## src/rtl/panel_ctrl_pkg.sv

```systemverilog
// ------------------
// Constants assume a 50 MHz clock_50.
// Host control word is 32 bits wide.
// ------------------
package panel_ctrl_pkg;

    // PWM period in prescaled ticks.
    // Also the full brightness value.
    localparam int pwm_max_value = 1000;

    // Width of brightness and PWM counter.
    localparam int pwm_bits = 10;

    // 50 MHz / 250 / 1000 gives 200 Hz.
    // Faster rates whine audibly in the backlight driver.
    localparam int pwm_prescale_default = 250;

    // 10 ms at 50 MHz.
    localparam int debounce_cycles_default = 500000;

    // Host control word layout.
    // Bit 0 is left over from the rasterizer and unused here.
    localparam int ctrl_override_bit = 1;

    // Brightness field sits in bits 11 to 2.
    localparam int ctrl_brightness_lsb = 2;

    // Host echoes the home status it has seen.
    localparam int ctrl_home_ack_bit = 12;

    // Brightness from 0 to pwm_max_value.
    // Larger codes get clamped by the PWM block.
    typedef logic [pwm_bits-1:0] brightness_t;

    // Debouncer states.
    // Two stable states and two transient ones.
    typedef enum logic [1:0] {
        db_released,
        db_pressing,
        db_pressed,
        db_releasing
    } debounce_state_t;

endpackage

```

## src/rtl/backlight_pwm.sv

```systemverilog
// ------------------
// Brightness above pwm_max_value is clamped.
// prescale must be 1 or more.
// ------------------
`timescale 1ns/1ps

module backlight_pwm #(
    parameter int prescale = panel_ctrl_pkg::pwm_prescale_default
) (
    input  logic                      clock_50,
    input  logic                      reset_n,
    input  panel_ctrl_pkg::brightness_t brightness,
    output logic                      pwm_out
);

    // Prescale counter width.
    // Kept at one bit when prescale is 1.
    localparam int prescale_bits = (prescale > 1) ? $clog2(prescale) : 1;

    logic [prescale_bits-1:0]         prescale_count;
    logic                             pwm_tick;
    logic [panel_ctrl_pkg::pwm_bits-1:0] period_count;
    panel_ctrl_pkg::brightness_t      clamped_brightness;

    // Prescaler.
    // Wraps after prescale cycles.
    always_ff @(posedge clock_50 or negedge reset_n) begin
        if (!reset_n) begin
            prescale_count <= '0;
        end else if (pwm_tick) begin
            prescale_count <= '0;
        end else begin
            prescale_count <= prescale_count + 1'b1;
        end
    end

    // One tick on the last prescaler count.
    assign pwm_tick = (prescale_count == prescale_bits'(prescale - 1));

    // Period counter.
    // Runs 0 to pwm_max_value minus 1, one step per tick.
    always_ff @(posedge clock_50 or negedge reset_n) begin
        if (!reset_n) begin
            period_count <= '0;
        end else if (pwm_tick) begin
            if (period_count == panel_ctrl_pkg::pwm_bits'(panel_ctrl_pkg::pwm_max_value - 1))
            begin
                period_count <= '0;
            end else begin
                period_count <= period_count + 1'b1;
            end
        end
    end

    // Clamp out-of-range codes to full scale.
    // 10 bits reach 1023, the period only 1000.
    always_comb begin
        if (brightness > panel_ctrl_pkg::brightness_t'(panel_ctrl_pkg::pwm_max_value)) begin
            clamped_brightness = panel_ctrl_pkg::brightness_t'(panel_ctrl_pkg::pwm_max_value);
        end else begin
            clamped_brightness = brightness;
        end
    end

    // Registered compare.
    // High while counter is below brightness.
    // Zero never goes high, full scale never goes low.
    always_ff @(posedge clock_50 or negedge reset_n) begin
        if (!reset_n) begin
            pwm_out <= 1'b0;
        end else begin
            pwm_out <= (period_count < clamped_brightness);
        end
    end

    // Counter never reaches the period length.
    // Otherwise full brightness would drop low for a tick.
    period_in_range: assert property (
        @(posedge clock_50) disable iff (!reset_n)
        period_count < panel_ctrl_pkg::pwm_max_value
    ) else $error("backlight_pwm period counter out of range: %0d", period_count);

endmodule

```

## src/rtl/button_debouncer.sv

```systemverilog
// ------------------
// Input is active high here.
// debounce_cycles must be 2 or more.
// ------------------
`timescale 1ns/1ps

module button_debouncer #(
    parameter int debounce_cycles = panel_ctrl_pkg::debounce_cycles_default
) (
    input  logic clock_50,
    input  logic reset_n,
    input  logic raw_pressed,
    output logic pressed
);

    // Hold counter width, sized to reach debounce_cycles.
    localparam int hold_bits = $clog2(debounce_cycles + 1);

    logic [1:0]                      sync_ff;
    logic                            synced;
    logic [hold_bits-1:0]            hold_count;
    panel_ctrl_pkg::debounce_state_t state;

    // Two-flop synchronizer for the async pin.
    always_ff @(posedge clock_50 or negedge reset_n) begin
        if (!reset_n) begin
            sync_ff <= 2'b00;
        end else begin
            sync_ff <= {sync_ff[0], raw_pressed};
        end
    end

    assign synced = sync_ff[1];

    // Debounce FSM.
    // Transient states count consecutive cycles at the new level.
    // Any glitch falls back to the stable state.
    always_ff @(posedge clock_50 or negedge reset_n) begin
        if (!reset_n) begin
            state      <= panel_ctrl_pkg::db_released;
            hold_count <= '0;
        end else begin
            case (state)
                panel_ctrl_pkg::db_released: begin
                    // First cycle at the new level counts as one.
                    if (synced) begin
                        state      <= panel_ctrl_pkg::db_pressing;
                        hold_count <= hold_bits'(1);
                    end
                end
                panel_ctrl_pkg::db_pressing: begin
                    if (!synced) begin
                        state <= panel_ctrl_pkg::db_released;
                    end else if (hold_count == hold_bits'(debounce_cycles - 1)) begin
                        state <= panel_ctrl_pkg::db_pressed;
                    end else begin
                        hold_count <= hold_count + 1'b1;
                    end
                end
                panel_ctrl_pkg::db_pressed: begin
                    if (!synced) begin
                        state      <= panel_ctrl_pkg::db_releasing;
                        hold_count <= hold_bits'(1);
                    end
                end
                panel_ctrl_pkg::db_releasing: begin
                    if (synced) begin
                        state <= panel_ctrl_pkg::db_pressed;
                    end else if (hold_count == hold_bits'(debounce_cycles - 1)) begin
                        state <= panel_ctrl_pkg::db_released;
                    end else begin
                        hold_count <= hold_count + 1'b1;
                    end
                end
                default: begin
                    state <= panel_ctrl_pkg::db_released;
                end
            endcase
        end
    end

    // Output stays high until release is confirmed.
    assign pressed = (state == panel_ctrl_pkg::db_pressed) ||
                     (state == panel_ctrl_pkg::db_releasing);

    // Hold counter bounded by the debounce length.
    hold_in_range: assert property (
        @(posedge clock_50) disable iff (!reset_n)
        hold_count <= debounce_cycles
    ) else $error("button_debouncer hold counter overran: %0d", hold_count);

endmodule

```

## src/rtl/home_button_handshake.sv

```systemverilog
// ------------------
// Host must echo home_status on host_ack.
// Changes are held until it does.
// ------------------
`timescale 1ns/1ps

module home_button_handshake (
    input  logic clock_50,
    input  logic reset_n,
    input  logic pressed,
    input  logic host_ack,
    output logic home_status
);

    logic allow_update;

    // Host has seen the current status.
    // Only then may a new value go out.
    assign allow_update = (home_status == host_ack);

    // Status register.
    // Holds while the host has not acknowledged.
    // Button changes in that time are not seen.
    always_ff @(posedge clock_50 or negedge reset_n) begin
        if (!reset_n) begin
            home_status <= 1'b0;
        end else if (allow_update) begin
            home_status <= pressed;
        end
    end

    // Unacknowledged status is frozen for the next cycle.
    status_held: assert property (
        @(posedge clock_50) disable iff (!reset_n)
        (home_status != host_ack) |=> $stable(home_status)
    ) else $error("home_status changed before host ack");

endmodule

```

## src/rtl/panel_ctrl_top.sv

```systemverilog
// ------------------
// home_button_pin is active low, pulled up on board.
// host_control bit 0 is ignored.
// ------------------
`timescale 1ns/1ps

module panel_ctrl_top #(
    parameter int prescale        = panel_ctrl_pkg::pwm_prescale_default,
    parameter int debounce_cycles = panel_ctrl_pkg::debounce_cycles_default
) (
    input  logic        clock_50,
    input  logic        reset_n,
    input  logic [31:0] host_control,
    input  logic        home_button_pin,
    output logic        backlight_pwm,
    output logic        home_status
);

    panel_ctrl_pkg::brightness_t pwm_brightness;
    logic                        raw_pressed;
    logic                        debounced_pressed;
    logic                        home_ack;

    // Host brightness once it takes over.
    // Full brightness at power-on, before software runs.
    assign pwm_brightness = host_control[panel_ctrl_pkg::ctrl_override_bit] ?
        host_control[panel_ctrl_pkg::ctrl_brightness_lsb +: panel_ctrl_pkg::pwm_bits] :
        panel_ctrl_pkg::brightness_t'(panel_ctrl_pkg::pwm_max_value);

    // Pin pulls low when pressed.
    assign raw_pressed = ~home_button_pin;

    // Ack echo from the host.
    assign home_ack = host_control[panel_ctrl_pkg::ctrl_home_ack_bit];

    // Backlight PWM.
    backlight_pwm #(
        .prescale (prescale)
    ) pwm0 (
        .clock_50   (clock_50),
        .reset_n    (reset_n),
        .brightness (pwm_brightness),
        .pwm_out    (backlight_pwm)
    );

    // Home button debounce.
    button_debouncer #(
        .debounce_cycles (debounce_cycles)
    ) debouncer0 (
        .clock_50    (clock_50),
        .reset_n     (reset_n),
        .raw_pressed (raw_pressed),
        .pressed     (debounced_pressed)
    );

    // Status bit to the host.
    home_button_handshake handshake0 (
        .clock_50    (clock_50),
        .reset_n     (reset_n),
        .pressed     (debounced_pressed),
        .host_ack    (home_ack),
        .home_status (home_status)
    );

endmodule

```

## config.mk

```make
export PLATFORM = sky130hd
export DESIGN_NAME = panel_ctrl_top
export DESIGN_NICKNAME = d
export VERILOG_FILES = /design/src/rtl/panel_ctrl_pkg.sv /design/src/rtl/backlight_pwm.sv /design/src/rtl/button_debouncer.sv /design/src/rtl/home_button_handshake.sv /design/src/rtl/panel_ctrl_top.sv
export SDC_FILE = /design/constraint.sdc
export NUM_CORES = 1
export LEC_CHECK = 0
export BUFFER_PORTS_ARGS = -buffer_cell sky130_fd_sc_hd__buf_2
export CORE_ASPECT_RATIO = 0.8
export CORE_MARGIN = 2
export CORE_UTILIZATION = 51
export DETAILED_ROUTE_END_ITERATION = 10
export GPL_TIMING_DRIVEN = 1
export PLACE_DENSITY = 0.85
export SLEW_MARGIN = 20
export SYNTH_ARGS = -nofsm -noshare
export SYNTH_HDL_FRONTEND = slang
export SYNTH_SLANG_ARGS = --single-unit
```

## constraint.sdc

```tcl
create_clock -name clock_50 -period 2.16 [get_ports clock_50]
set_input_delay 0.324 -clock clock_50 [delete_from_list [all_inputs] [get_ports clock_50]]
set_output_delay 0.324 -clock clock_50 [all_outputs]
set_load 0.03 [all_outputs]
```

==> results of run 1 <==
path summary, 6_finish.rpt:
kind	to	depth (start not counted)
max	debouncer0.hold_count[16]	7
min	debouncer0.sync_ff[0]	2
max reg2reg	debouncer0.hold_count[16]	7
min reg2reg	debouncer0.sync_ff[1]	0
max in group asynchronous	debouncer0.hold_count[15]	3
min in group asynchronous	async pin	2
cell type report:
| type | count | share of cell area, % |
|---|---|---|
| clock buffers | 6 | 2.937 |
| clock inverters | 2 | 1.246 |
| inverters | 9 | 1.202 |
| multi-input cells | 211 | 47.26 |
| flip-flops and latches | 43 | 38.27 |
| well taps | 60 | 2.670 |
| repair buffers | 29 | 6.409 |
layout by cell type, fill, tap and decap left out, types with 2 or more instances in the layout:
cell       n
dfrtp_1   43
nand2_1   37
o21ai_0   28
nor2_1    20
a21oi_1   17
buf_2     16
nand3_1   15
ha_1      13
buf_4     12
o31ai_1   11
inv_1      9
nor2b_1    9
nand4_1    8
xnor2_1    6
clkbuf_8   6
nor3_1     4
or4_1      4
nand2b_1   3
o41ai_1    3
nor4b_2    2
xor2_1     2
a21o_1     2
or3_1      2
or3_2      2
and2_1     2
critical path, cell delays in order (launching register included):
cell	delay (ns)
dfrtp_1	0.42
ha_1	0.25
and4_1	0.22
nand2_1	0.14
o21ai_4	0.12
buf_4	0.21
or4_1	0.41
a21oi_1	0.15
sequential cells by signal (all words and copies together), names as in the netlist, named ones only:
| register | count |
|---|---|
| debouncer0.sync_ff | 2 |
| pwm0.period_count | 10 |
| debouncer0.state | 1 |
| pwm0.pwm_out | 1 |
| debouncer0.hold_count | 19 |
| handshake0.home_status | 1 |
| pwm0.prescale_count | 8 |
through the flow:
stage	setup WS, ns	instances	hold WS [ns]
floorplan	0.2269	269	0.02841
global placement	0.02089	350	0.2910
global route	0.005194	360	0.1539
CTS	0.1490	359	0.1534
finish	0.1655	360	0.1572
detailed placement	-0.04644	350	0.2941
metal layers:
metal,track usage (%),vias to the layer above,routed length (um),share of wire (%)
met5,0,-,0,0
met4,7.917,0,68,1.3
met3,4.645,7,243,4.7
met2,33.09,52,2419,47
met1,30.25,1014,2407,47
li1,-,1038,-,-
where the power goes:
group	leakage, nW	internal (mW)	total [mW]	switching (mW)
sequential	0.570	0.821	0.841	0.0196
clock	0.0612	0.374	0.642	0.268
combinational	0.618	0.0476	0.117	0.0695
cells by family after synthesis:
logic type               after synthesis  synth area share (%)
multiplexers                           2                0.8634
flip-flops                            43                 43.68
adder cells (fa/ha/maj)               14                 7.009
XOR/XNOR                               8                 2.844
AND/OR/NAND/NOR                      119                 26.00
buffers and inverters                 15                 3.200
AO/OA/AOI/OAI                         68                 16.40
repair_timing:
item	CTS	global route
hold endpoints to repair	19	0
setup endpoints to repair	0	11
buffers inserted	0	1
hold buffers	1	0
gates resized for setup	0	3
==> summary by stage, run 1 <==
Run status
The run finished with clean final reports.

Setup path
The kind of end point of the critical path is a flop. At the worst endpoint, the required time is 2.38 ns. The worst setup path is launched from a flop. STA puts the critical path data arrival time at 2.22 ns.

The launch point of the worst path is debouncer0.hold_count[0]. The type of the worst setup path is reg2reg. The largest driver fanout on the critical path is 13.

The startpoint of the lowest-slack register-to-register path is debouncer0.hold_count[0]. In this run the register-to-register setup slack is 0.17 ns.

Drt
After detailed routing, the average wire length per cell comes to 14.28 um. The detailed router placed 2,111 vias in this run. The detail-routed via count per cell is 5.864. The final layout contains routed wiring with a total length of 5139 um. The first routing iteration left 133 violations. After detailed routing, the number of remaining DRC violations is 0. The first-pass iteration count of the detailed router is 5. The count of antenna-violating nets left after detailed routing is 0.

CTS
In this run the number of H-tree levels came out at 2. The clock-pin transition on the worst setup and hold timing paths is 0.08 ns. The latest clock arrival within the worst-skew pair is 0.30 ns. Counting every sink on the clock net gives 43. The number of clock buffers inserted by TritonCTS is 5. The CTS tree is done. The clock tree root driver cell is clkbuf_8. The maximum root-to-sink buffer count is 2.

Floorplanning
The total area inside the core boundary comes to 4624 um^2. The die covers 5406 um^2. Once the floorplan was initialized, standard cells occupied 53.27% of the core. The placement row count is 22.

The die is 66.17 um tall. The count of pins on the block boundary is 37. From left edge to right edge, the die measures 81.71 um.

Synthesis
After synthesis, flip-flops and latches occupy 43.68% of the total area. The count of state elements after synthesis is 43. The synthesized area per cell is 9.158 um^2. Counting every net in the synthesized netlist gives 317.

Synthesis produced a netlist whose cell count is 269. The post-synthesis cell type count is 47. By count the netlist is led by dfrtp_1, nand2_1, o21ai_0, nor2_1, a21oi_1. The Yosys step of the flow raised 0 warnings.

By area the synthesized netlist is led by dfrtp_1, ha_1, o21ai_0, nand2_1, a21oi_1. The number of enable-type register cells in the synthesized netlist is 0. Of all cell types, the one taking the most synthesized area is dfrtp_1. The synthesized design devotes to its leading area cell type 43.68% of total area. In the synthesized netlist the async set-or-reset flop fraction comes to 100.0%. The post-synthesis instance area is 2464 um^2. Among all flip-flop cells after synthesis, the most frequent one is dfrtp_1. Among all cell types in the netlist, the one instantiated most often is dfrtp_1.

Global routing
The leftover overflow at the end of global routing is 0. The maximum number of pins on one net before global-route repair is 22. The combined global-route utilization of all metal layers is 21.63%. The first global-routing pass estimated 9052 um of wire.

The via count of the first global-routing pass is 2,030. The initial antenna violation count is 0.

Placement
The number of I/O port buffers is 16. The area of placed instances is 2656 um^2. Routability-driven placement finished with a final weighted congestion of 0.8638. The post-DP HPWL is 3881 um.

Layout
The multi-input combinational cells in the finished layout cover a total of 1329 um^2. Measured on the finished design, the core utilization comes to 60.80%. The share of cells above drive strength 1 is 15.00%. The storage element area is 1076 um^2. The number of antenna diodes in the final layout is 0. At the end of the flow, the number of nets in the layout was 347.

From synthesis to final layout, the design area changed by 14.12%. The filler cell count is 397. The finished cells cover 2811 um^2.

Timing
The worst relative slew slack is 63.94%. Setup repair after global routing left no endpoint under its margin. After layout, the worst path uses 92.34% of the clock period. The measured slew at the worst slew-check pin is 0.5389 ns.

The highest achievable clock rate is 501.4 MHz. After layout, the minimum clock period comes to 1.994 ns. The final setup violation count is 0.

The total count of max-transition violations in the final report is 0. After routing, the total negative slack on setup checks comes to 0 ns. The final-report hold violation count was 0.

The worst clock skew on the final layout is 0.005250 ns.

Power and ir drop
The design draws 1.600 mW. The total power per unit cell area is 569.1 nW/um^2. The worst-case vdd ir drop is 0.0004405 V. The leakage component of the power is 1.250 nW.

Hold path
The critical hold path startpoint is home_button_pin. The path class of the lowest-slack min-delay path is in2reg.

Job
Max-cap violations in this run came to 0.
Note: power is estimated with default switching activity, not from simulation.
==> run 2, diff against run 1 <==
==> constraint.sdc (replaced) <==
create_clock -name clock_50 -period 2.3 [get_ports clock_50]
set_input_delay 0.345 -clock clock_50 [delete_from_list [all_inputs] [get_ports clock_50]]
set_output_delay 0.345 -clock clock_50 [all_outputs]
set_load 0.03 [all_outputs]
==> run 2 against run 1 <==
  * Combinational power shrank 12%
  * Sequential cell count unchanged
  * Via count down 2.1%
  * Clock power grew 10%
  * Sequential share of layout area up 0.54 points
  * Cell area down 1.4%
  * Die area unchanged
  * Largest cell class unchanged
  * First-iteration DRC count fell by 12%
  * Clock-buffer cell count fell by 1
  * Largest power group unchanged
==> summary by stage, run 2 (synthesis gave the netlist of run 1 again) <==
Timing
The worst relative slew slack is 63.65% (-0.29 points). The final critical-path required period is 2.033 ns. The total count of max-transition violations in the final report was 0 (unchanged).

In the finished design, the share of the clock period the worst path needs comes to 88.41%. Setup repair after global routing left no endpoint under its margin. The final hold slack is 0.1682 ns (+0.01095 ns).

The final-report hold violation count is 0 (unchanged). The measured slew at the worst slew-check pin came to 0.5414 ns (+0.002455 ns). The worst clock skew on the final layout came to 0.004187 ns (-0.001063 ns). The final setup violation count is 0 (unchanged). Timing would allow up to 491.8 MHz. The total negative slack for setup checks is 0 ns (unchanged).

CTS
The number of setup buffers added after CTS is 0 (unchanged). The tree is rooted in a clkbuf_8. TritonCTS built the clock tree.

The count of H-tree levels built during CTS came to 2 (unchanged). The count of clock tree sinks is 43 (unchanged). The number of clock buffers inserted by TritonCTS is 5 (unchanged). The maximum root-to-sink buffer count is 2 (unchanged). The latest clock arrival within the worst-skew pair is 0.30 ns (about the same). The total of cells resized after clock tree synthesis is 0 (unchanged). The clock-pin transition on the worst setup and hold timing paths is 0.08 ns (about the same).

The number of buffers inserted for hold repair after clock tree synthesis is 1 (unchanged).

Setup path
Walking the worst path, the cells encountered are buf_2 > nor4b_1 > nand3b_1 > a21boi_0 > nand2_1 > ha_1 > o41ai_1 > nand3_1 > o21ai_0. The worst setup path is launched from a primary input. The largest driver fanout on the critical path came to 4 (-9). The type of the worst setup path is in2reg. The worst setup path is captured at a flop. The largest stage delay on the critical path is 0.44 ns (+0.02 ns). The slowest cell on the critical path is o41ai_1.

The arrival time at the worst endpoint is 2.25 ns (+0.03 ns). The data required time of the worst path is 2.52 ns (+0.14 ns).

Layout
The total inserted antenna cells came to 0 (unchanged). Leaving out fill and tap cells, the most frequent cell in the layout is dfrtp_1. In the layout the commonest cells are dfrtp_1, nand2_1, o21ai_0. The register with the most flip-flops is debouncer0.hold_count. The layout net count was 342 (-1.4%).

The flip-flop count of the largest register, all copies and words added came to 19 (unchanged). The final core utilization was 59.96% (-0.84 points). In the final layout, the registers with the most flip-flops are debouncer0.hold_count: 19 flops, pwm0.period_count: 10 flops, pwm0.prescale_count: 8 flops. From synthesis to final layout, the design area changed by 12.54%. The share of cells above drive strength 1 is 12.88% (-2.1 points).

Power and ir drop
The worst-case vdd ir drop is 0.0004583 V (+4.0%). The leakage component of the power is 1.224 nW (-2.1%). The total power per unit cell area is 576.7 nW/um^2 (+1.3%).

Drt
The count of antenna-violating nets left after detailed routing is 0 (unchanged). The number of DRC violations after detailed-routing iteration 0 came to 117 (-12%). The total via count in the routed design is 2,066 (-2.1%). The routed length per placed instance came to 14.15 um (-0.84%). The detail-routed via count per cell is 5.820 (-0.75%). The total detailed-routing wirelength is 5025 um (-2.2%). The post-detailed-route DRC marker count is 0 (unchanged).

The first-pass iteration count of the detailed router is 5 (unchanged).

Floorplanning
The standard cell core area is 4624 um^2 (unchanged). The die height was 66.17 um (unchanged). The count of pins on the block boundary is 37 (unchanged).

The placement row count was 22 (unchanged). The initial standard-cell utilization of the core was 53.27% (unchanged). The width of the die is 81.71 um (unchanged). The overall die area is 5406 um^2 (unchanged).

Global routing
The via count of the first global-routing pass is 1,873 (-7.7%). The maximum number of pins on one net before global-route repair was 21 (-4.5%). The combined global-route utilization of all metal layers is 20.85% (-0.78 points). The first-pass GRT wire length is 8611 um (-4.9%).

The leftover overflow at the end of global routing is 0 (unchanged). The initial antenna violation count is 0 (unchanged).

Placement
The post-DP HPWL came to 3694 um (-4.8%). The number of I/O port buffers is 16 (unchanged). The routability congestion estimate came to 0.8760 (+1.4%).

Job
The number of maximum-capacitance violations was 0 (unchanged).

Run status
The flow ran to the end, and the final reports show no timing, DRC or antenna violations.

Hold path
The path class of the lowest-slack min-delay path is in2reg.
## run 2: changes by cell type in the layout (fill, tap and decap cells not counted)
cell and change:
o21ai_4 -1, nor4b_2 -2, buf_4 -5, clkbuf_8 -1
o21ai_2 +1, nor4b_1 +2, clkinv_2 -1, clkinvlp_4 +1
bufinv_16 +1
## run 2: layout make-up
cell class,instances,area (um^2)
fill,391,1852
multi-input combinational,211,1309
sequential,43,1076
timing repair buffer,24,142.6
tap,60,75.07
clock buffer,5,68.82
clock inverter,3,67.56
inverter,9,33.78
## run 2: path summary, 6_finish.rpt
path	startpoint	end	slack, ns	cells after the start
setup / recovery	host_control[2]	pwm0.pwm_out	0.27	9
hold / removal	home_button_pin	debouncer0.sync_ff[0]	0.17	2
setup reg to reg	debouncer0.hold_count[0]	debouncer0.hold_count[14]	0.30	7
hold reg to reg	debouncer0.sync_ff[0]	debouncer0.sync_ff[1]	0.36	0
max in group asynchronous	reset_n	pwm0.prescale_count[3]	1.33	3
min in group asynchronous	reset_n	async pin	0.43	2
## run 2: critical path: cells and delay by family
family                   cells  cell delay, ns
AO/OA/AOI/OAI                3            0.93
adder cells (fa/ha/maj)      1            0.21
buffers and inverters        1            0.10
AND/OR/NAND/NOR              4            0.67
## run 2: stage by stage
step	std cells	power, mW	setup slack (ns)	area, um^2
6_report	355	1.599	0.2666	2773
5_1_grt	355	1.660	0.004758	2773
4_1_cts	355	1.606	0.3040	2773
3_5_place_dp	346	0.9077	0.001499	2626
3_3_place_gp	346	0.9029	0.04886	2626
2_1_floorplan	269	0.8609	0.3669	2464
## run 2: routing by layer
layer,GRT usage (%),share of wire (%),wire length (um)
met5,0,0,0
met4,6.875,1.3,64
met3,5.055,4.5,224
met2,31.25,45,2267
met1,29.64,49,2469
## run 2: power breakdown
part           switching (mW)  total (mW)  leakage (nW)  internal [mW]
logic                  0.0624       0.103         0.589         0.0406
clock network           0.273       0.706        0.0644          0.433
registers              0.0190       0.790         0.570          0.771
total                   0.354        1.60          1.22           1.24
==> run 3, diff against run 2 <==
--- a/config.mk
+++ b/config.mk
@@ -11,7 +11,7 @@
 export CORE_UTILIZATION = 51
 export DETAILED_ROUTE_END_ITERATION = 10
 export GPL_TIMING_DRIVEN = 1
-export PLACE_DENSITY = 0.85
+export PLACE_DENSITY_LB_ADDON = 0.25
 export SLEW_MARGIN = 20
 export SYNTH_ARGS = -nofsm -noshare
 export SYNTH_HDL_FRONTEND = slang
==> run 3 against run 2 <==
  * First-iteration DRC count is 14% higher
  * Maximum frequency increased by 0.22%
  * Hold slack lost 0.16 ns
  * Clock skew grew 0.0053 ns
  * Clock-buffer cell count is the same
  * Clock power shrank 15%
  * Cell count shrank 0.28%
  * Total power shrank 6.2%
  * Largest cell class unchanged
  * Non-clock buffer count decreased by 1
==> summary by stage, run 3 (synthesis gave the netlist of run 1 again) <==
Drt
The post-detailed-route DRC marker count is 0 (unchanged). The routed length per placed instance is 13.38 um (-5.4%). The total detailed-routing wirelength is 4738 um (-5.7%). The first-pass iteration count of the detailed router is 4 (-1). The number of DRC violations after detailed-routing iteration 0 came to 133 (+14%). The total via count in the routed design is 2,000 (-3.2%).

The detail-routed via count per cell came to 5.650 (-2.9%). The count of antenna-violating nets left after detailed routing is 0 (unchanged).

CTS
The clock-pin transition on the worst setup and hold timing paths was 0.09 ns (about the same). The count of clock tree sinks was 43 (unchanged). The number of setup buffers added after CTS is 0 (unchanged). TritonCTS built the clock tree.

The latest clock arrival within the worst-skew pair was 0.30 ns (about the same). The total of cells resized after clock tree synthesis is 0 (unchanged). The number of buffers inserted for hold repair after clock tree synthesis came to 0 (-1). The count of H-tree levels built during CTS was 2 (unchanged). The maximum root-to-sink buffer count is 2 (unchanged). The number of clock buffers inserted by TritonCTS came to 5 (unchanged). The clock tree root driver cell is clkbuf_8.

Timing
The highest achievable clock rate came to 492.8 MHz (+0.22%). The final hold slack is 0.004458 ns (-0.1637 ns). The final critical-path required period is 2.029 ns (-0.004414 ns). Setup repair after global routing left no endpoint under its margin. The total count of max-transition violations in the final report is 0 (unchanged).

The worst relative slew slack was 66.22% (+2.6 points). The worst clock skew on the final layout is 0.009513 ns (+0.005326 ns). The measured slew at the worst slew-check pin is 0.5048 ns (-0.03659 ns).

The total negative slack for setup checks is 0 ns (unchanged). The part of the cycle the worst path needs is 88.22% (-0.19 points). The final setup violation count is 0 (unchanged). The final-report hold violation count was 0 (unchanged).

Placement
The post-DP HPWL was 3449 um (-6.6%). The number of I/O port buffers is 16 (unchanged). The total placed cells including tap cells was 346 (unchanged).

The routability congestion estimate is 0.8456 (-3.5%).

Setup path
The worst setup slack for register-to-register paths came to 0.27 ns (-0.03 ns). The critical path starts at debouncer0.hold_count[0]. The largest driver fanout on the critical path is 19 (+15). The terminus of the critical flop-to-flop path is debouncer0.hold_count[9]. The depth of the most critical reg-to-reg path is 7 (unchanged). In this run the critical register-to-register path is launched from debouncer0.hold_count[0]. The type of the worst setup path is reg2reg. The launching element type of the critical path is a flop. The arrival time at the worst endpoint is 2.25 ns (about the same). The kind of end point of the critical path is a flop. The data required time of the worst path is 2.52 ns (about the same).

Layout
The flip-flop count of the largest register, all copies and words added is 19 (unchanged). The register with the most flip-flops in the final layout is debouncer0.hold_count. In the final layout, the registers with the most flip-flops are debouncer0.hold_count: 19 flops, pwm0.period_count: 10 flops, pwm0.prescale_count: 8 flops. The share of cells above drive strength 1 is 12.93% (+0.044 points). Relative to the synthesized area, the layout overhead comes to 11.78%. The final cell count without fillers is 354 (-0.28%). Leaving out fill and tap cells, the most frequent cells in the layout are dfrtp_1, nand2_1, o21ai_0.

Leaving out fill and tap cells, the most frequent cell in the layout is dfrtp_1. The total inserted antenna cells is 0 (unchanged). The layout net count is 341 (-0.29%).

Global routing
The leftover overflow at the end of global routing is 0 (unchanged). The first-pass GRT wire length came to 8438 um (-2.0%). The maximum number of pins on one net before global-route repair is 44 (+110%). The combined global-route utilization of all metal layers is 20.19% (-0.66 points). The initial antenna violation count is 0 (unchanged). The via count of the first global-routing pass was 1,870 (-0.16%).

Hold path
The path class of the lowest-slack min-delay path is in2async.

Run status
The flow ran to the end, and the final reports show no timing, DRC or antenna violations.

Power and ir drop
The total power per unit cell area is 544.8 nW/um^2 (-5.5%). The leakage component of the power is 1.214 nW (-0.80%). The worst-case vdd ir drop is 0.0004379 V (-4.5%).

Job
The number of maximum-capacitance violations is 0 (unchanged).

Floorplanning
The count of pins on the block boundary came to 37 (unchanged). The width of the die came to 81.71 um (unchanged). The standard cell core area came to 4624 um^2 (unchanged). The placement row count was 22 (unchanged). The overall die area came to 5406 um^2 (unchanged). The initial standard-cell utilization of the core is 53.27% (unchanged). The die height is 66.17 um (unchanged).
run 3: where the power goes:
group	total, mW	internal, mW	leakage (nW)	switching, mW
Combinational	0.106	0.0430	0.589	0.0632
Sequential	0.792	0.771	0.570	0.0210
Clock	0.602	0.327	0.0548	0.275
run 3: through the flow:
step / power, mW / util, % / worst slack (ns) / instance area, um^2
after floorplan: 0.8609 / - / 0.3669 / 2464
after global placement: 0.9090 / 57.06 / 0.1063 / 2639
after detailed placement: 0.9126 / 57.06 / 0.07226 / 2639
after CTS: 1.519 / 59.55 / 0.2856 / 2754
after global routing: 1.575 / 59.55 / 0.1587 / 2754
final: 1.500 / 59.55 / 0.2710 / 2754
run 3: cell type report:
type | count | area [um^2]
Clock inverter | 3 | 46.29
Multi-Input combinational cell | 211 | 1309
Tap cell | 60 | 75.07
Timing Repair Buffer | 23 | 145.1
Fill cell | 422 | 1871
Inverter | 9 | 33.78
Sequential cell | 43 | 1076
Clock buffer | 5 | 68.82
run 3: per-layer routing:
layer,routed length [um],GRT usage (%)
met3,194,4.372
met2,1993,30.12
met4,42,6.042
met5,0,0
met1,2507,29.41
run 3: how the worst max path moves through the flow:
stage                                           end  slack, ns  cells after the start
after global placement                 pwm0.pwm_out       0.11                     12
after CTS                  debouncer0.hold_count[9]       0.29                      7
after floorplan           debouncer0.hold_count[10]       0.37                      8
after detailed placement               pwm0.pwm_out       0.07                     12
after global routing       debouncer0.hold_count[9]       0.16                      7
final                      debouncer0.hold_count[9]       0.27                      7
run 3: worst max-delay path, cell delays in order (launching register included):
cell and delay, ns:
dfrtp_1 0.43, ha_1 0.26, and4_1 0.22, nand2_1 0.10, o21ai_2 0.07, buf_4 0.21, or4_1 0.50, a21oi_1 0.14
